File: src/hw/touch_pkg.sv
`default_nettype none

package touch_pkg;

	typedef logic [11:0] coord_t;
	typedef logic [1:0] dim_t;
	typedef logic [7:0] cmd_t;

	// Dimension codes, sent as the A-field of the command
	localparam dim_t DIM_Y = 2'd0;
	localparam dim_t DIM_X = 2'd1;
	localparam dim_t DIM_Z = 2'd2;
	localparam dim_t DIM_INVALID = 2'd3;

	// Positions within a 25-count frame
	localparam logic [4:0] CALL_END = 5'd8;
	localparam logic [4:0] RESPONSE_START = 5'd9;
	// Exclusive bound of the sample window
	localparam logic [4:0] RESPONSE_END = 5'd21;
	localparam logic [4:0] FRAME_END = 5'd24;

	// Calibration limits for X and Y
	localparam coord_t X_ADJ_MIN = 12'h096;
	localparam coord_t X_POST_ADJ_MAX = 12'hF6E;
	localparam coord_t Y_ADJ_MIN = 12'h12C;
	localparam coord_t Y_POST_ADJ_MAX = 12'hED8;

	localparam coord_t COORD_RESET = 12'd1000;

endpackage

`default_nettype wire

File: src/hw/touch_coord_store.sv
`timescale 1ns/1ps
`default_nettype none

module touch_coord_store (
	input logic cclk,
	input logic counter_rst,
	input logic sample_take,
	input touch_pkg::coord_t sample,
	input touch_pkg::dim_t dim,
	output touch_pkg::coord_t x,
	output touch_pkg::coord_t y,
	output touch_pkg::coord_t z,
	output logic coord_valid,
	output touch_pkg::dim_t coord_dim
);

	touch_pkg::coord_t calibrated;

	// Subtract the offset, floor at zero, clip at the top of the range
	function automatic touch_pkg::coord_t calibrate(input touch_pkg::coord_t raw,
		input touch_pkg::coord_t adj_min, input touch_pkg::coord_t post_max);
		touch_pkg::coord_t diff;
		diff = raw - adj_min;
		if (raw < adj_min) begin
			return '0;
		end
		return (diff > post_max) ? post_max : diff;
	endfunction

	always_comb begin
		case (dim)
			touch_pkg::DIM_X: calibrated = calibrate(sample, touch_pkg::X_ADJ_MIN,
				touch_pkg::X_POST_ADJ_MAX);
			touch_pkg::DIM_Y: calibrated = calibrate(sample, touch_pkg::Y_ADJ_MIN,
				touch_pkg::Y_POST_ADJ_MAX);
			// Pressure passes through raw
			default: calibrated = sample;
		endcase
	end

	always_ff @(posedge cclk) begin
		if (counter_rst) begin
			x <= touch_pkg::COORD_RESET;
			y <= touch_pkg::COORD_RESET;
			z <= touch_pkg::COORD_RESET;
			coord_valid <= 1'b0;
			coord_dim <= touch_pkg::DIM_X;
		end else begin
			coord_valid <= sample_take;
			if (sample_take) begin
				coord_dim <= dim;
				case (dim)
					touch_pkg::DIM_X: x <= calibrated;
					touch_pkg::DIM_Y: y <= calibrated;
					touch_pkg::DIM_Z: z <= calibrated;
					default: ;
				endcase
			end
		end
	end

endmodule

`default_nettype wire

File: src/hw/touch_frame_seq.sv
`timescale 1ns/1ps
`default_nettype none

module touch_frame_seq #(
	parameter int REPETITIONS = 16
) (
	input logic cclk,
	input logic counter_rst,
	input logic sclk_rise,
	output logic touch_csb,
	output logic shift_load,
	output logic sample_take,
	output logic [4:0] bit_count,
	output touch_pkg::cmd_t cmd,
	output touch_pkg::dim_t dim
);

	localparam int REP_W = $clog2(REPETITIONS + 1);
	localparam logic [REP_W-1:0] REP_LAST = REP_W'(REPETITIONS - 1);

	logic [REP_W-1:0] rep_count;
	logic primed;
	logic frame_done;
	logic last_rep;

	assign frame_done = sclk_rise && (bit_count == touch_pkg::FRAME_END);
	assign last_rep = (rep_count == REP_LAST);
	assign sample_take = frame_done && last_rep;

	// Start bit, A-field, then fixed mode and power-down bits
	assign cmd = {1'b1, dim, 5'b10011};

	always_ff @(posedge cclk) begin
		if (counter_rst) begin
			touch_csb <= 1'b1;
			primed <= 1'b0;
			// First command loads right after reset
			shift_load <= 1'b1;
		end else begin
			touch_csb <= 1'b0;
			shift_load <= frame_done;
			if (sclk_rise) begin
				primed <= 1'b1;
			end
		end
	end

	// First rise after reset only opens count 0
	always_ff @(posedge cclk) begin
		if (counter_rst) begin
			bit_count <= '0;
		end else if (sclk_rise && primed) begin
			bit_count <= frame_done ? 5'd0 : bit_count + 5'd1;
		end
	end

	always_ff @(posedge cclk) begin
		if (counter_rst) begin
			rep_count <= '0;
		end else if (frame_done) begin
			rep_count <= last_rep ? '0 : rep_count + 1'b1;
		end
	end

	// Rotate X, Y, Z after the last repetition
	always_ff @(posedge cclk) begin
		if (counter_rst) begin
			dim <= touch_pkg::DIM_X;
		end else if (sample_take) begin
			case (dim)
				touch_pkg::DIM_X: dim <= touch_pkg::DIM_Y;
				touch_pkg::DIM_Y: dim <= touch_pkg::DIM_Z;
				default: dim <= touch_pkg::DIM_X;
			endcase
		end
	end

	assert property (@(posedge cclk) disable iff (counter_rst)
		dim != touch_pkg::DIM_INVALID);

endmodule

`default_nettype wire

File: src/hw/touch_sclk_gen.sv
`timescale 1ns/1ps
`default_nettype none

module touch_sclk_gen #(
	parameter int CLK_DIV = 25
) (
	input logic cclk,
	input logic counter_rst,
	output logic touch_clk,
	output logic sclk_rise,
	output logic sclk_fall
);

	localparam int DIV_W = $clog2(CLK_DIV + 1);
	localparam logic [DIV_W-1:0] DIV_LAST = DIV_W'(CLK_DIV - 1);

	logic [DIV_W-1:0] div_count;
	logic div_done;

	assign div_done = (div_count == DIV_LAST);

	// Strobes mark the cycle whose closing edge toggles touch_clk
	assign sclk_rise = div_done && !touch_clk;
	assign sclk_fall = div_done && touch_clk;

	always_ff @(posedge cclk) begin
		if (counter_rst) begin
			div_count <= '0;
			touch_clk <= 1'b0;
		end else if (div_done) begin
			div_count <= '0;
			touch_clk <= !touch_clk;
		end else begin
			div_count <= div_count + 1'b1;
		end
	end

	// A rise strobe is always followed by touch_clk high, never by a second strobe
	assert property (@(posedge cclk) disable iff (counter_rst)
		sclk_rise |=> (touch_clk && !sclk_rise && !sclk_fall));

endmodule

`default_nettype wire

File: src/hw/touch_shift_in.sv
`timescale 1ns/1ps
`default_nettype none

module touch_shift_in (
	input logic cclk,
	input logic counter_rst,
	input logic sclk_rise,
	input logic data_in,
	input logic [4:0] bit_count,
	output touch_pkg::coord_t sample
);

	logic in_window;

	assign in_window = (bit_count >= touch_pkg::RESPONSE_START) &&
		(bit_count < touch_pkg::RESPONSE_END);

	// MSB arrives first, so shift left
	always_ff @(posedge cclk) begin
		if (counter_rst) begin
			sample <= '0;
		end else if (sclk_rise && in_window) begin
			sample <= {sample[10:0], data_in};
		end
	end

	// Sample must stay put from the end of the window to the frame end
	assert property (@(posedge cclk) disable iff (counter_rst)
		!in_window |=> $stable(sample));

endmodule

`default_nettype wire

File: src/hw/touch_shift_out.sv
`timescale 1ns/1ps
`default_nettype none

module touch_shift_out (
	input logic cclk,
	input logic counter_rst,
	input logic shift_load,
	input logic sclk_fall,
	input touch_pkg::cmd_t cmd,
	input logic [4:0] bit_count,
	output logic data_out
);

	touch_pkg::cmd_t shift_reg;
	touch_pkg::cmd_t next_word;
	logic in_call;

	assign in_call = (bit_count < touch_pkg::CALL_END);

	// A load in the same cycle as a falling edge sends the new command
	assign next_word = shift_load ? cmd : shift_reg;

	// Bit k goes out on the fall inside count k, the converter takes it on the next rise
	always_ff @(posedge cclk) begin
		if (counter_rst) begin
			data_out <= 1'b0;
		end else if (sclk_fall) begin
			data_out <= in_call ? next_word[7] : 1'b0;
		end
	end

	always_ff @(posedge cclk) begin
		if (sclk_fall && in_call) begin
			shift_reg <= {next_word[6:0], 1'b0};
		end else if (shift_load) begin
			shift_reg <= cmd;
		end
	end

endmodule

`default_nettype wire

File: src/hw/touchpad_controller.sv
`timescale 1ns/1ps
`default_nettype none

module touchpad_controller #(
	parameter int CLK_DIV = 25,
	parameter int REPETITIONS = 16
) (
	input logic cclk,
	input logic counter_rst,
	// Busy is not needed, the frame timing is fixed
	input logic touch_busy,
	input logic data_in,
	output logic touch_clk,
	output logic data_out,
	output logic touch_csb,
	output logic coord_valid,
	output touch_pkg::coord_t x,
	output touch_pkg::coord_t y,
	output touch_pkg::coord_t z,
	output touch_pkg::dim_t coord_dim
);

	logic sclk_rise;
	logic sclk_fall;
	logic shift_load;
	logic sample_take;
	logic [4:0] bit_count;
	touch_pkg::cmd_t cmd;
	touch_pkg::dim_t dim;
	touch_pkg::coord_t sample;

	touch_sclk_gen #(
		.CLK_DIV(CLK_DIV)
	) u_sclk_gen (
		.cclk(cclk),
		.counter_rst(counter_rst),
		.touch_clk(touch_clk),
		.sclk_rise(sclk_rise),
		.sclk_fall(sclk_fall)
	);

	touch_frame_seq #(
		.REPETITIONS(REPETITIONS)
	) u_frame_seq (
		.cclk(cclk),
		.counter_rst(counter_rst),
		.sclk_rise(sclk_rise),
		.touch_csb(touch_csb),
		.shift_load(shift_load),
		.sample_take(sample_take),
		.bit_count(bit_count),
		.cmd(cmd),
		.dim(dim)
	);

	touch_shift_out u_shift_out (
		.cclk(cclk),
		.counter_rst(counter_rst),
		.shift_load(shift_load),
		.sclk_fall(sclk_fall),
		.cmd(cmd),
		.bit_count(bit_count),
		.data_out(data_out)
	);

	touch_shift_in u_shift_in (
		.cclk(cclk),
		.counter_rst(counter_rst),
		.sclk_rise(sclk_rise),
		.data_in(data_in),
		.bit_count(bit_count),
		.sample(sample)
	);

	touch_coord_store u_coord_store (
		.cclk(cclk),
		.counter_rst(counter_rst),
		.sample_take(sample_take),
		.sample(sample),
		.dim(dim),
		.x(x),
		.y(y),
		.z(z),
		.coord_valid(coord_valid),
		.coord_dim(coord_dim)
	);

endmodule

`default_nettype wire

File: config.mk
export PLATFORM = sky130hd
export DESIGN_NAME = touchpad_controller
export DESIGN_NICKNAME = d
export VERILOG_FILES = /design/src/hw/touch_pkg.sv /design/src/hw/touch_coord_store.sv /design/src/hw/touch_frame_seq.sv /design/src/hw/touch_sclk_gen.sv /design/src/hw/touch_shift_in.sv /design/src/hw/touch_shift_out.sv /design/src/hw/touchpad_controller.sv
export SDC_FILE = /design/constraint.sdc
export NUM_CORES = 1
export LEC_CHECK = 0
export BUFFER_PORTS_ARGS = -buffer_cell sky130_fd_sc_hd__buf_2
export CORE_MARGIN = 3
export CORE_UTILIZATION = 60
export CTS_BUF_LIST = sky130_fd_sc_hd__clkbuf_16
export CTS_CLUSTER_DIAMETER = 50
export DETAILED_ROUTE_END_ITERATION = 10
export GPL_ROUTABILITY_DRIVEN = 1
export PLACE_DENSITY = 0.82
export SLEW_MARGIN = 0
export SYNTH_ARGS = -nofsm -noshare
export SYNTH_HDL_FRONTEND = slang
export SYNTH_SLANG_ARGS = --single-unit
File: constraint.sdc
create_clock -name cclk -period 4.3 [get_ports cclk]
set_input_delay 0.86 -clock cclk [delete_from_list [all_inputs] [get_ports cclk]]
set_output_delay 0.86 -clock cclk [all_outputs]
set_load 0.1 [all_outputs]
======== Yosys cells after proc, flatten, opt, wreduce, memory -nomap -nowiden ========
Index checks and enable logic that the tools add are counted.
storage, ports and cells
  register bits after elaboration ......... 81
  input bits .............................. 4
operators by class
  $add $sub $neg .......................... 5
  $lt $le $gt $ge ......................... 7
  equality and inequality tests ........... 5
  multiplexer cells ....................... 18
  reductions and logical operators ........ 14
operators by type and width
  kind                                                          count
  two-way mux 12 bit                                            6
  > comparator 12 bit (second input constant)                   2
  one-hot mux 12 bit (2 select lines)                           1
  two-way mux 8 bit                                             2
  adder 5 x 1 -> 5 bit (second input constant)                  3
  less-than comparator 12 x 8 -> 1 bit (second input constant)  1
  less-than comparator 12 x 9 -> 1 bit (second input constant)  1
  subtractor 12 x 8 -> 12 bit (second input constant)           1
  subtractor 12 x 9 -> 12 bit (second input constant)           1
  == test 5 bit (second input constant)                         2
  two-way mux 5 bit                                             2
  logical AND 1 bit                                             8
  two-way mux 1 bit                                             6
  AND reduction 2 bit                                           3
  == test 5 x 4 -> 1 bit (second input constant)                1
  >= comparator 5 x 4 -> 1 bit (second input constant)          1
  less-than comparator 5 x 4 -> 1 bit (second input constant)   1
  less-than comparator 5 bit (second input constant)            1
  one-hot mux 2 bit (2 select lines)                            1
  == test 2 x 1 -> 1 bit (second input constant)                1
  == test 2 bit (second input constant)                         1
  zero test 2 bit                                               1
  OR reduction 2 bit                                            1
  zero test 1 bit                                               1

======== Logic depth before layout (Yosys ltp) ========
  depth in word-level cells ............... 5
  mapped depth ............................ 9
  mapped depth without buffers ............ 8

======== Cells and area by module ========
A second synthesis with hierarchy kept.
second synthesis, totals
  cells, all modules ...................... 469
  area total of the unflattened synthesis .. 4256.6 um^2
by module, submodules not included
  module             times used  cells each  area an instance (um^2)
  touch_coord_store  1           283         2237.1
  touch_frame_seq    1           86          783.3
  touch_shift_in     1           45          501.7
  touch_shift_out    1           26          426.7
  touch_sclk_gen     1           29          307.8

======== Worst setup path before layout ========
Ideal clock, no wire load.
  kind .................................... register to register
  start ................................... reg u_sclk_gen.touch_clk
  end ..................................... reg u_shift_out.shift_reg[6]
  arrival ................................. 2.237 ns
  required time ........................... 4.166 ns
  setup slack ............................. 1.928 ns
  stages on the path, launching flop included .. 4
  clock period less this slack ............ 2.372 ns
  cell sequence ........................... dfxtp_1 -> nand2_1 -> nor3_2 -> mux4_2
on the way
  longest elaborated chain between the ends .. 3
RTL lines
  item                      RTL line               source
  start: declaration        touch_sclk_gen.sv:9    output logic touch_clk,
  start signal: assignment  touch_sclk_gen.sv:32   touch_clk <= !touch_clk;
  logical AND 1 bit         touch_sclk_gen.sv:24   assign sclk_fall = div_done && touch_clk;
  logical AND 1 bit         touch_shift_out.sv:33  if (sclk_fall && in_call) begin
  two-way mux 8 bit         touch_shift_out.sv:33
  end signal: assignment    touch_shift_out.sv:34  shift_reg <= {next_word[6:0], 1'b0};
  end signal: assignment    touch_shift_out.sv:36  shift_reg <= cmd;
  end: declaration          touch_shift_out.sv:14  touch_pkg::cmd_t shift_reg;
No other way between the ends.
A chain may end at the register's enable or synchronous reset.

======== Worst setup path in the final report ========
  start ................................... reg u_shift_in.sample[3]
  end ..................................... reg u_coord_store.x[9]
on the way
  longest elaborated chain between the ends .. 5
  elaborated cells between the ends (all ways) .. 15
  classes of those cells .................. add/sub: 2; order compare: 4; mux: 9
RTL lines
  item                                                             RTL line                                          source
  start: declaration                                               touch_shift_in.sv:10                              output touch_pkg::coord_t sample
  start signal: assignment                                         touch_shift_in.sv:23                              sample <= {sample[10:0], data_in};
  subtractor 12 x 9 -> 12 bit, or another cell as far along        touch_coord_store.sv:23                           diff = raw - adj_min;
  > comparator 12 bit / two-way mux 1 bit (equally long branches)  touch_coord_store.sv:27, touch_coord_store.sv:24
  two-way mux 12 bit / two-way mux 1 bit (equally long branches)   touch_coord_store.sv:27, touch_coord_store.sv:31
  two-way mux 12 bit                                               touch_coord_store.sv:27                           return (diff > post_max) ? post_max : diff;
  one-hot mux 12 bit (2 select lines) (*)                          touch_coord_store.sv:31                           case (dim)
  end signal: assignment                                           touch_coord_store.sv:43                           x <= touch_pkg::COORD_RESET;
  end signal: assignment                                           touch_coord_store.sv:53                           touch_pkg::DIM_X: x <= calibrated;
  end: declaration                                                 touch_coord_store.sv:10                           output touch_pkg::coord_t x,
Mark *: on every way between the ends. The rest lies on a longest branch, timed or not. The select of a mux whose other input is x is not followed.

==> flow_metrics.tcl <==
set metrics [dict create \
    drive_above_1_share_pct 17.6 \
    p_leak_uw 0.00183 \
    synthArstFlopShare_pct 0 \
    grt_setup_unrepaired "false" \
    clk_pin_slew_ps 60 \
    post_cts_buffers 0 \
    finalMaxSlewViolations 0 \
    syn_nets 466 \
    finalSetupViolCount 0 \
    die_h_um 86.9 \
    gp_congestion 0.891 \
    crit_arrival_ps 2820 \
    combPwrFrac_pct 1.8 \
    maxCapViolCount 0 \
    dp_cells 547 \
    htreeDepth 3 \
    layout_commonest_cell "dfxtp_1" \
    ys_ff_latch 81 \
    synth-compound-area-share_pct 18.9 \
    p_int_uw 1220 \
    synth_edf_count 0 \
    hp-class "flop to flop" \
    swShare_pct 21.3 \
    grt_pass1_wl_mm 14.6 \
    path_cells "inv_1 > ha_1 > and3_1 > o31ai_4 > a21o_1 > nor2_1 > o41ai_1 > o21ai_0" \
    numClockSinks 81 \
    final_cell_mix "dfxtp_1, nor2_1, nand2_1, buf_2, a21oi_1" \
    fin_tns_setup_ps 0 \
    fmax_mhz 379 \
    synth_cell_type_count 68 \
    fin_crit_sh_pct 61.3 \
    path_class "flop to flop" \
    yosys.area_share.simple_pct 23.8 \
    dp_hpwl_mm 6.22 \
    cts_buffer_depth 2 \
    status "finished clean" \
    wl_met3_um 526 \
    slew_headroom_pct 52.5 \
    clockPowerShare_pct 49.2 \
    wire_per_inst_um 15.8 \
    hold_buffers 0 \
    cts.repair.resized 0 \
    slowest_stage "o41ai_1" \
    dieArea_um2 7550 \
    antenna_found_initial 0 \
    synthAdderAreaFrac_pct 3.19 \
    whs_ps 448 \
    routed.top_layer "met4" \
    stdcell_area_um2 4430 \
    powerDensity_nw_per_um2 349 \
    antenna-diode-count 0 \
    cts_tree "built" \
    hold_viol 0 \
    worstSetupStartpointType "flop" \
    gr-total-overflow 0 \
    synth_top_family_by_area "simple AND/OR/NAND/NOR gates" \
    nets 497 \
    route.detailed.drc 0 \
    synth-xor-area-share_pct 3.35 \
    placed_area_um2 4130 \
    portBuffers 44 \
    clk_latency_ps 330 \
    seqPwrFrac_pct 49.0 \
    routed_wirelength_mm 8.90 \
    vias_per_cell 6.13 \
    ioPinCount 46 \
    start_util_pct 64.0 \
    postRouteAntennaNets 0 \
    synth_flop_cell "dfxtp_1" \
    grt_pass1_vias 3045 \
    muxShareOfSynthArea_pct 4.97 \
    fin_crit_ps 2640 \
    end_kind "flop" \
    grt.total_usage_pct 24.3 \
    placementRows 28 \
    worst_pin_slew_ps 703 \
    required_ps 4480 \
    route.met2.wl_mm 4.16 \
    grt_max_degree 41 \
    synth_seq_area_share_pct 41.3 \
    skew_ps 8.24 \
    cpPeakStageDelay_ps 640 \
    routed-via-count 3453 \
    switchingPower_uw 329 \
    netlist_area_um2 3930 \
    dieWidth_um 86.9 \
    cts_buffers 9 \
    ir_drop_v 0.000291 \
    drt_iter0_markers 335 \
    synthCells 452 \
    cp_max_fo 12 \
    dr.pass1.iters 5 \
    fin_cells 563 \
    nFillCells 482 \
    wl_met1_mm 4.06 \
    area_growth_pct 12.9 \
    core_area_um2 6130 \
    ys_warn_count 0 \
    cts-root-buf "clkbuf_16" \
    avgSynthCellArea_um2 8.69 \
]
==> logic make-up after synthesis <==
kind of cell,Yosys count
xor+xnor,15
buf+inv,39
compound gates,112
mux,18
flops,81
fa+ha+maj,10
simple gates,177
==> worst max-delay path: cells and delay by family (launching register included) <==
family | cells | cell delay, ps
flip-flops | 1 | 580
AO/OA/AOI/OAI | 4 | 1310
buffers and inverters | 1 | 80
adder cells (fa/ha/maj) | 1 | 220
AND/OR/NAND/NOR | 2 | 310
==> final timing paths <==
check	startpoint	endpoint	slack (ps)	cells after the start
worst min register to register	u_coord_store.y[2]$_SDFFE_PP0P_	u_coord_store.y[2]$_SDFFE_PP0P_	450	2
worst min-delay path	u_coord_store.y[2]$_SDFFE_PP0P_	u_coord_store.y[2]$_SDFFE_PP0P_	450	2
worst max-delay path	u_shift_in.sample[3]$_SDFFE_PP0P_	u_coord_store.x[9]$_SDFFE_PP1P_	1660	8
worst max register to register	u_shift_in.sample[3]$_SDFFE_PP0P_	u_coord_store.x[9]$_SDFFE_PP1P_	1660	8
==> metal layers <==
layer / track usage (%) / vias up
met4: 9.92 / 0
li1: - / 1679
met2: 38.3 / 131
met1: 33.4 / 1625
met3: 3.31 / 18
met5: 0 / -
==> metrics by stage <==
stage / utilization [%] / power, uW / setup slack [ps]
2_1_floorplan: - / 795 / 1930
3_3_place_gp: 67.4 / 801 / 1760
3_5_place_dp: 67.4 / 802 / 1720
4_1_cts: 72.3 / 1560 / 1710
5_1_grt: 72.3 / 1590 / 1440
6_report: 72.3 / 1550 / 1660
==> power groups by stage <==
stage                     clock network [uW]  logic, uW  registers [uW]
after CTS                                771       27.6             757
after global routing                     804       31.2             758
after floorplan                            0       18.9             776
after detailed placement                   0       27.4             774
after global placement                     0       26.9             774
final                                    761       27.5             757
==> Yosys cell counts (all sizes together), types with 2 or more instances <==
cell     number  area [um^2]
a211o         5         43.8
a211oi        4         30.0
a21o          4         31.3
a21oi        36          184
a221o         2         20.0
a22oi         2         15.0
a2bb2oi       2         17.5
a31oi         3         18.8
a41oi         3         26.3
and3          8         50.1
and4b         3         32.5
buf          14         83.8
clkbuf       13         48.8
dfxtp        81         1620
ha           10          125
inv          12         45.0
mux2          2         22.5
mux2i        15          150
nand2        50          188
nand2b        4         25.0
nand3         9         57.6
nand3b        7         52.6
nand4         6         37.5
nand4b        3         56.3
nor2         61          229
nor3          7         51.3
nor4          5         61.3
o211ai        3         27.5
o21a          2         15.0
o21ai        30          154
o31a          2         17.5
o31ai         3         36.3
or2           6         37.5
or3           3         18.8
xnor2         3         26.3
xor2         12          105
==> layout make-up <==
cell class / instances / area, um^2 / area share [%]
clock buffer: 9 / 225 / 5.08
multi-input combinational: 332 / 2130 / 48.0
tap: 75 / 93.8 / 2.12
timing repair buffer: 47 / 243 / 5.48
clock inverter: 7 / 77.6 / 1.75
inverter: 12 / 45.0 / 1.02
sequential: 81 / 1620 / 36.6
(Power assumes the default switching activity.)
